`src/hw/cpu_pkg.sv`:
```
package cpu_pkg;

    // one machine word for data, ALU results and memory cells
    localparam int word_size = 16;

    // architectural register file of the back end
    localparam int num_regs = 4;

    // register index wide enough for every architectural register
    typedef logic [$clog2(num_regs)-1:0] reg_idx_t;

    // data memory geometry
    localparam int mem_depth = 256;          // words in the data RAM
    localparam int mem_addr_w = 8;           // low ALU result bits used as the word address

    // the address width and the depth have to describe the same RAM
    localparam bit mem_geom_ok = ((1 << mem_addr_w) == mem_depth);

endpackage

```
`src/hw/stage_if.sv`:
```
`timescale 1ns/100ps

// one retired result on its way from the MEM/WB register to writeback
interface stage_if;

    logic                           valid;
    logic                           ready;
    logic [cpu_pkg::word_size-1:0]  alu_result;
    cpu_pkg::reg_idx_t              rd;
    logic                           mem_to_reg;
    logic                           reg_write;

    // the source holds every field stable while valid is high and ready is low
    modport source (
        output valid, alu_result, rd, mem_to_reg, reg_write,
        input  ready
    );

    modport sink (
        input  valid, alu_result, rd, mem_to_reg, reg_write,
        output ready
    );

endinterface

```
`src/hw/mem_wb_reg.sv`:
```
`timescale 1ns/100ps

module mem_wb_reg (
    input  logic                            clk,
    input  logic                            reset_n,
    input  logic                            in_valid,
    output logic                            in_ready,
    input  logic [cpu_pkg::word_size-1:0]   alu_result,
    input  cpu_pkg::reg_idx_t               rd,
    input  logic                            mem_to_reg,
    input  logic                            reg_write,
    output logic                            accept,
    stage_if.source                         out
);

    logic                           full;
    logic [cpu_pkg::word_size-1:0]  alu_result_q;
    cpu_pkg::reg_idx_t              rd_q;
    logic                           mem_to_reg_q;
    logic                           reg_write_q;

    // an empty entry, or one that retires this cycle, can take a new result
    assign in_ready = !full || out.ready;
    assign accept   = in_valid && in_ready;    // also tells the data memory to act

    always_ff @(posedge clk) begin
        if (reset_n) begin
            full <= 1'b0;
        end else if (accept) begin
            full <= 1'b1;
        end else if (out.ready) begin
            full <= 1'b0;                      // old entry left and nothing replaced it
        end
    end

    // payload only moves on accept, so it holds under back-pressure
    always_ff @(posedge clk) begin
        if (accept) begin
            alu_result_q <= alu_result;
            rd_q         <= rd;
            mem_to_reg_q <= mem_to_reg;
            reg_write_q  <= reg_write;
        end
    end

    assign out.valid      = full;
    assign out.alu_result = alu_result_q;
    assign out.rd         = rd_q;
    assign out.mem_to_reg = mem_to_reg_q;
    assign out.reg_write  = reg_write_q;

    // a stalled entry must not change under the writeback stage
    a_hold_when_stalled: assert property (
        @(posedge clk) disable iff (reset_n)
        (out.valid && !out.ready) |=>
            (out.valid && $stable(out.alu_result) && $stable(out.rd) &&
             $stable(out.mem_to_reg) && $stable(out.reg_write))
    ) else $error("mem_wb_reg entry changed while stalled");

endmodule

```
`src/hw/data_memory.sv`:
```
`timescale 1ns/100ps

module data_memory (
    input  logic                            clk,
    input  logic                            accept,
    input  logic                            mem_read,
    input  logic                            mem_write,
    input  logic [cpu_pkg::word_size-1:0]   addr,
    input  logic [cpu_pkg::word_size-1:0]   store_data,
    output logic [cpu_pkg::word_size-1:0]   load_data
);

    logic [cpu_pkg::word_size-1:0]  ram [cpu_pkg::mem_depth];
    logic [cpu_pkg::mem_addr_w-1:0] word_addr;

    // upper address bits are ignored, the RAM wraps
    assign word_addr = addr[cpu_pkg::mem_addr_w-1:0];

    // a store lands at its accept edge so any later load sees it
    always_ff @(posedge clk) begin
        if (accept && mem_write) begin
            ram[word_addr] <= store_data;
        end
    end

    // load data is registered and then held until the next load is accepted
    always_ff @(posedge clk) begin
        if (accept && mem_read) begin
            load_data <= ram[word_addr];
        end
    end

    initial begin
        assert (cpu_pkg::mem_geom_ok)
        else $fatal(1, "data memory depth does not match its address width");
    end

    // execute never issues a load and a store in one instruction
    a_no_read_write: assert property (
        @(posedge clk) accept |-> !(mem_read && mem_write)
    ) else $error("load and store accepted together at %h", addr);

endmodule

```
`src/hw/writeback.sv`:
```
`timescale 1ns/100ps

module writeback (
    input  logic                            clk,
    input  logic                            reset_n,
    stage_if.sink                           in,
    input  logic [cpu_pkg::word_size-1:0]   load_data,
    output logic                            wb_valid,
    input  logic                            wb_ready,
    output cpu_pkg::reg_idx_t               wb_rd,
    output logic                            wb_write,
    output logic [cpu_pkg::word_size-1:0]   wb_data,
    input  cpu_pkg::reg_idx_t               rs_addr,
    output logic [cpu_pkg::word_size-1:0]   rs_data
);

    logic [cpu_pkg::word_size-1:0]  regs [cpu_pkg::num_regs];
    logic [cpu_pkg::word_size-1:0]  result;
    logic                           commit;

    // loads take the memory word, everything else the ALU result
    assign result = in.mem_to_reg ? load_data : in.alu_result;

    // the commit port is the stage handshake seen from outside
    assign wb_valid = in.valid;
    assign in.ready = wb_ready;
    assign wb_rd    = in.rd;
    assign wb_write = in.reg_write;
    assign wb_data  = result;

    assign commit = wb_valid && wb_ready;

    always_ff @(posedge clk) begin
        if (reset_n) begin
            for (int i = 0; i < cpu_pkg::num_regs; i++) begin
                regs[i] <= '0;
            end
        end else if (commit && in.reg_write) begin
            regs[in.rd] <= result;
        end
    end

    // the read port shows a commit only from the following edge on
    assign rs_data = regs[rs_addr];

    // nothing may be offered for commit straight out of reset
    a_idle_after_reset: assert property (
        @(posedge clk) reset_n |=> !wb_valid
    ) else $error("wb_valid high right after reset");

endmodule

```
`src/hw/mem_wb_top.sv`:
```
`timescale 1ns/100ps

module mem_wb_top (
    input  logic                            clk,
    input  logic                            reset_n,

    // result from the execute stage
    input  logic                            in_valid,
    output logic                            in_ready,
    input  logic [cpu_pkg::word_size-1:0]   alu_result,
    input  logic [cpu_pkg::word_size-1:0]   store_data,
    input  cpu_pkg::reg_idx_t               rd,
    input  logic                            mem_read,
    input  logic                            mem_write,
    input  logic                            mem_to_reg,
    input  logic                            reg_write,

    // commit port
    output logic                            wb_valid,
    input  logic                            wb_ready,
    output cpu_pkg::reg_idx_t               wb_rd,
    output logic                            wb_write,
    output logic [cpu_pkg::word_size-1:0]   wb_data,

    // architectural register read port
    input  cpu_pkg::reg_idx_t               rs_addr,
    output logic [cpu_pkg::word_size-1:0]   rs_data
);

    logic                           accept;
    logic [cpu_pkg::word_size-1:0]  load_data;

    stage_if stage ();

    mem_wb_reg u_mem_wb_reg (
        .clk        (clk),
        .reset_n    (reset_n),
        .in_valid   (in_valid),
        .in_ready   (in_ready),
        .alu_result (alu_result),
        .rd         (rd),
        .mem_to_reg (mem_to_reg),
        .reg_write  (reg_write),
        .accept     (accept),
        .out        (stage.source)
    );

    // the ALU result doubles as the memory address
    data_memory u_data_memory (
        .clk        (clk),
        .accept     (accept),
        .mem_read   (mem_read),
        .mem_write  (mem_write),
        .addr       (alu_result),
        .store_data (store_data),
        .load_data  (load_data)
    );

    writeback u_writeback (
        .clk        (clk),
        .reset_n    (reset_n),
        .in         (stage.sink),
        .load_data  (load_data),
        .wb_valid   (wb_valid),
        .wb_ready   (wb_ready),
        .wb_rd      (wb_rd),
        .wb_write   (wb_write),
        .wb_data    (wb_data),
        .rs_addr    (rs_addr),
        .rs_data    (rs_data)
    );

endmodule

```
`config.mk`:
```
export PLATFORM = sky130hd
export DESIGN_NAME = mem_wb_top
export DESIGN_NICKNAME = d
export VERILOG_FILES = /design/src/hw/cpu_pkg.sv /design/src/hw/stage_if.sv /design/src/hw/mem_wb_reg.sv /design/src/hw/data_memory.sv /design/src/hw/writeback.sv /design/src/hw/mem_wb_top.sv
export SDC_FILE = /design/constraint.sdc
export NUM_CORES = 2
export LEC_CHECK = 0
export BUFFER_PORTS_ARGS = -buffer_cell sky130_fd_sc_hd__buf_2
export CORE_ASPECT_RATIO = 1.5
export CORE_MARGIN = 1
export CORE_UTILIZATION = 60
export CTS_CLUSTER_SIZE = 8
export DETAILED_ROUTE_END_ITERATION = 12
export MAX_ROUTING_LAYER = met4
export PLACE_DENSITY_LB_ADDON = 0.12
export SLEW_MARGIN = 20
export SYNTH_ARGS = -nofsm -noshare
export SYNTH_HDL_FRONTEND = slang
export SYNTH_MEMORY_MAX_BITS = 65536
export SYNTH_SLANG_ARGS = --single-unit
```
`constraint.sdc`:
```
create_clock -name clk -period 5.4 [get_ports clk]
set_clock_uncertainty 0.15 [all_clocks]
set_input_delay 1.08 -clock clk [delete_from_list [all_inputs] [get_ports clk]]
set_output_delay 1.08 -clock clk [all_outputs]
set_load 0.05 [all_outputs]
```
==> flow_summary.yaml <==
logic_synthesis:
  post_synth_instance_area_mm2: 0.159
  synthesis.nets: 6975
  yosys_register_bits: 4197
  synth-edff-count: 4196
  synth.area.top_cells: "edfxtp_1, mux4_2, a22oi_1"
  synth_warnings: 0
  netlist_instances: 6931
  ys_types: 26
  synth_top_cell_area_share_pct: 79.4
  synth_sequential_area_ratio_pct: 79.4
  postSynth.asyncResetShare_pct: 0
  synthFlopType: "edfxtp_1"
  synth_top_area_cell: "edfxtp_1"
  post_synth.cell_area_avg_um2: 22.9
clock_tree:
  cts_tree: "done"
  clk_path_buf_depth: 4
  clock_insertion_delay_worst_skew_ps: 910
  cts_setup_buffers: 0
  numCtsBuffers: 598
  ctsRootBufferMaster: "clkbuf_16"
  post_cts_resize_count: 0
  number_of_hold_buffers_added_after_cts: 0
  htreeDepth: 6
  clkSlewWorstSetupHoldPaths_ps: 50
  cts_sinks: 4197
job:
  max_cap_violations: 0
floorplanning:
  die-width_um: 422
  number_of_ports_placed_on_the_die_boundary: 81
  start_util_pct: 60.5
  placeable_core_region_mm2: 0.262
  rows: 230
  die_height_um: 632
  die_area_mm2: 0.267
hold_path:
  hold_class: "in2reg"
  worst_hold_startpoint: "rd[1]"
global_routing:
  globalRouteMet3Util_pct: 5.48
  global_route.overflow_total: 0
  grt_first_pass_wirelength_mm: 594
  vias_in_the_first_global_route: 80500
  grt_util_all_layers_pct: 32.5
  initial_antenna_violation_count: 22
  grt_busiest_layer: "met2"
  largest_net_degree_at_the_start_of_global_routing: 146
  global_route.usage.met1_pct: 42.1
  global_route.usage.met2_pct: 51.8
run_status:
  run_status: "completed"
setup_path:
  critical_path_required_ps: 5860
  crit_path_start: "alu_result[0]"
  crit_path_cell_trace: "buf_12 -> buf_12 -> buf_4 -> mux4_2 -> a22oi_1 -> a21oi_1 -> o41ai_4 -> nand4_1"
  critical_path_buf_inv_count: 3
  cp_max_fo: 56
  timing.critical_path.max_delay_family: "compound AO/OA/AOI/OAI gates"
  timing.critical_path.arrival_ps: 4870
  worstSetupEndpointType: "register"
  r2r-start: "u_mem_wb_reg.out.valid"
  timing.critical_path.slowest_cell_delay_ps: 990
  critPathSlowestCell: "o41ai_4"
  critPathMostFrequentCell: "buf_12"
  worst_setup_path_category: "in2reg"
  cp-start-kind: "input pin"
drt:
  drc_errors: 0
  detailroute.via_count: 79300
  route.detailed.wl_per_inst_um: 36.6
  drt-pass1-iter-count: 6
  first_iter_violations: 10600
  detail_route.wirelength_mm: 416
  detail-route-antenna-nets: 0
  routed_via_density: 6.98
sta:
  maxClockFrequency_mhz: 227
  report.final.hold_viol_count: 0
  hold_ws_ps: 207
  period_share_pct: 81.7
  tightest_slew_ps: 1310
  shortest_clock_period_the_worst_path_allows_after_layout_ps: 4410
  max_slew_headroom_pct: 11.5
  report.final.slew_viol_count: 0
  rsz_0062_raised_after_global_routing: "false"
  setup_violators_final: 0
  setup_ws_ps: 989
placement:
  place_inst: 10700
  gpl.final_weighted_congestion: 0.861
  post-place-ws_ps: -30.1
  placed_area_mm2: 0.168
  hpwlAfterDp_mm: 244
  numPortBuffers: 80
pwr:
  vdd_ir_drop_max_mv: 0.242
  post-layout-total-power_mw: 71.9
  power_density_mw_per_mm2: 391
  leakagePower_nw: 58.3
finish:
  sequential_cell_area_mm2: 0.126
  largest_register_ffs: 4096
  finalNonFillerCells: 11400
  reg_top3: "u_data_memory.ram: 4096 flops, u_writeback.regs: 64 flops"
  fin_area_mm2: 0.184
  syn2layout_area_growth_pct: 15.9
  multi_input_comb_area_mm2: 0.0313
  nets: 7849
  top_register: "u_data_memory.ram"
  drive_gt1_share_pct: 31.2
  fillers: 15300
-- final timing paths --
kind | to | slack (ps) | cells past startpoint
setup reg to reg | u_data_memory.ram[26][2] | 1610 | 7
hold / removal | u_mem_wb_reg.out.rd[1] | 210 | 1
setup / recovery | u_data_memory.load_data[9] | 990 | 8
hold reg to reg | u_writeback.regs[3][15] | 520 | 2
-- per-layer routing --
metal | up-vias | part of all wire, %
li1 | 31200 | -
met1 | 42500 | 36
met2 | 4831 | 51
met5 | - | 0
met3 | 771 | 9.2
met4 | 0 | 4.6
-- area by class of cell --
class | count | share of cell area (%)
sequential | 4197 | 68.5
multi-input combinational | 2292 | 17.0
clock buffer | 628 | 8.46
timing repair buffer | 699 | 3.41
tap | 3480 | 2.37
clock inverter | 27 | 0.154
inverter | 17 | 0.0347
antenna | 24 | 0.0326
-- through the flow --
| stage | util [%] | TNS, ps |
|---|---|---|
| finish | 70.1 | 0 |
| global route | 70.1 | 0 |
| floorplan | - | 0 |
| detailed placement | 64.0 | -30.1 |
| global placement | 64.0 | -127 |
| CTS | 70.1 | 0 |
-- synth_stat cells (all sizes together) (3+ instances only) --
library cell and n:
a21oi 257, a22oi 512, and2 3, buf 142, clkbuf 283, edfxtp 4196
inv 17, mux2i 16, mux4 1040, nand2 31, nand2b 6, nand3 6
nand4 16, nor2 324, nor2b 6, o41ai 64
-- power by group --
group	switching (mW)	leakage (nW)	total, mW	internal (mW)
registers	0.0379	37.8	36.0	36.0
logic	2.10	12.6	3.20	1.10
clock network	12.6	7.80	32.7	20.1
total	14.7	58.3	71.9	57.2
-- kinds of logic (layout without fill, tap and decap cells) --
logic type / after synthesis / count (layout) / share of synthesized area (%)
other: 0 / 24 / 0
and+or+nand+nor: 401 / 401 / 1.02
AOI/OAI and AO/OA: 835 / 835 / 3.59
muxes: 1056 / 1056 / 14.9
DFF: 4197 / 4197 / 79.4
buffers and inverters: 442 / 1371 / 1.15
-- cell usage in the layout (no fill, tap or decap), types with 3 or more instances in the layout --
cell / netlist / layout
buf_8: 0 / 17
o41ai_1: 64 / 30
clkbuf_16: 0 / 621
mux4_2: 1040 / 1040
nand2_2: 0 / 16
nand2b_1: 6 / 4
inv_6: 0 / 20
nor2_2: 0 / 7
edfxtp_1: 4196 / 4196
diode_2: 0 / 24
clkbuf_1: 283 / 7
buf_12: 0 / 83
inv_1: 17 / 17
nand2_1: 31 / 14
a21oi_1: 257 / 256
o41ai_4: 0 / 5
nor2_1: 324 / 316
nor2b_2: 0 / 3
clkinv_8: 0 / 4
buf_2: 98 / 62
mux2i_1: 16 / 16
a22oi_1: 512 / 512
o41ai_2: 0 / 29
nand4_1: 16 / 16
buf_4: 11 / 536
nand3_1: 6 / 6
Note: power is estimated with default switching activity, not from simulation.
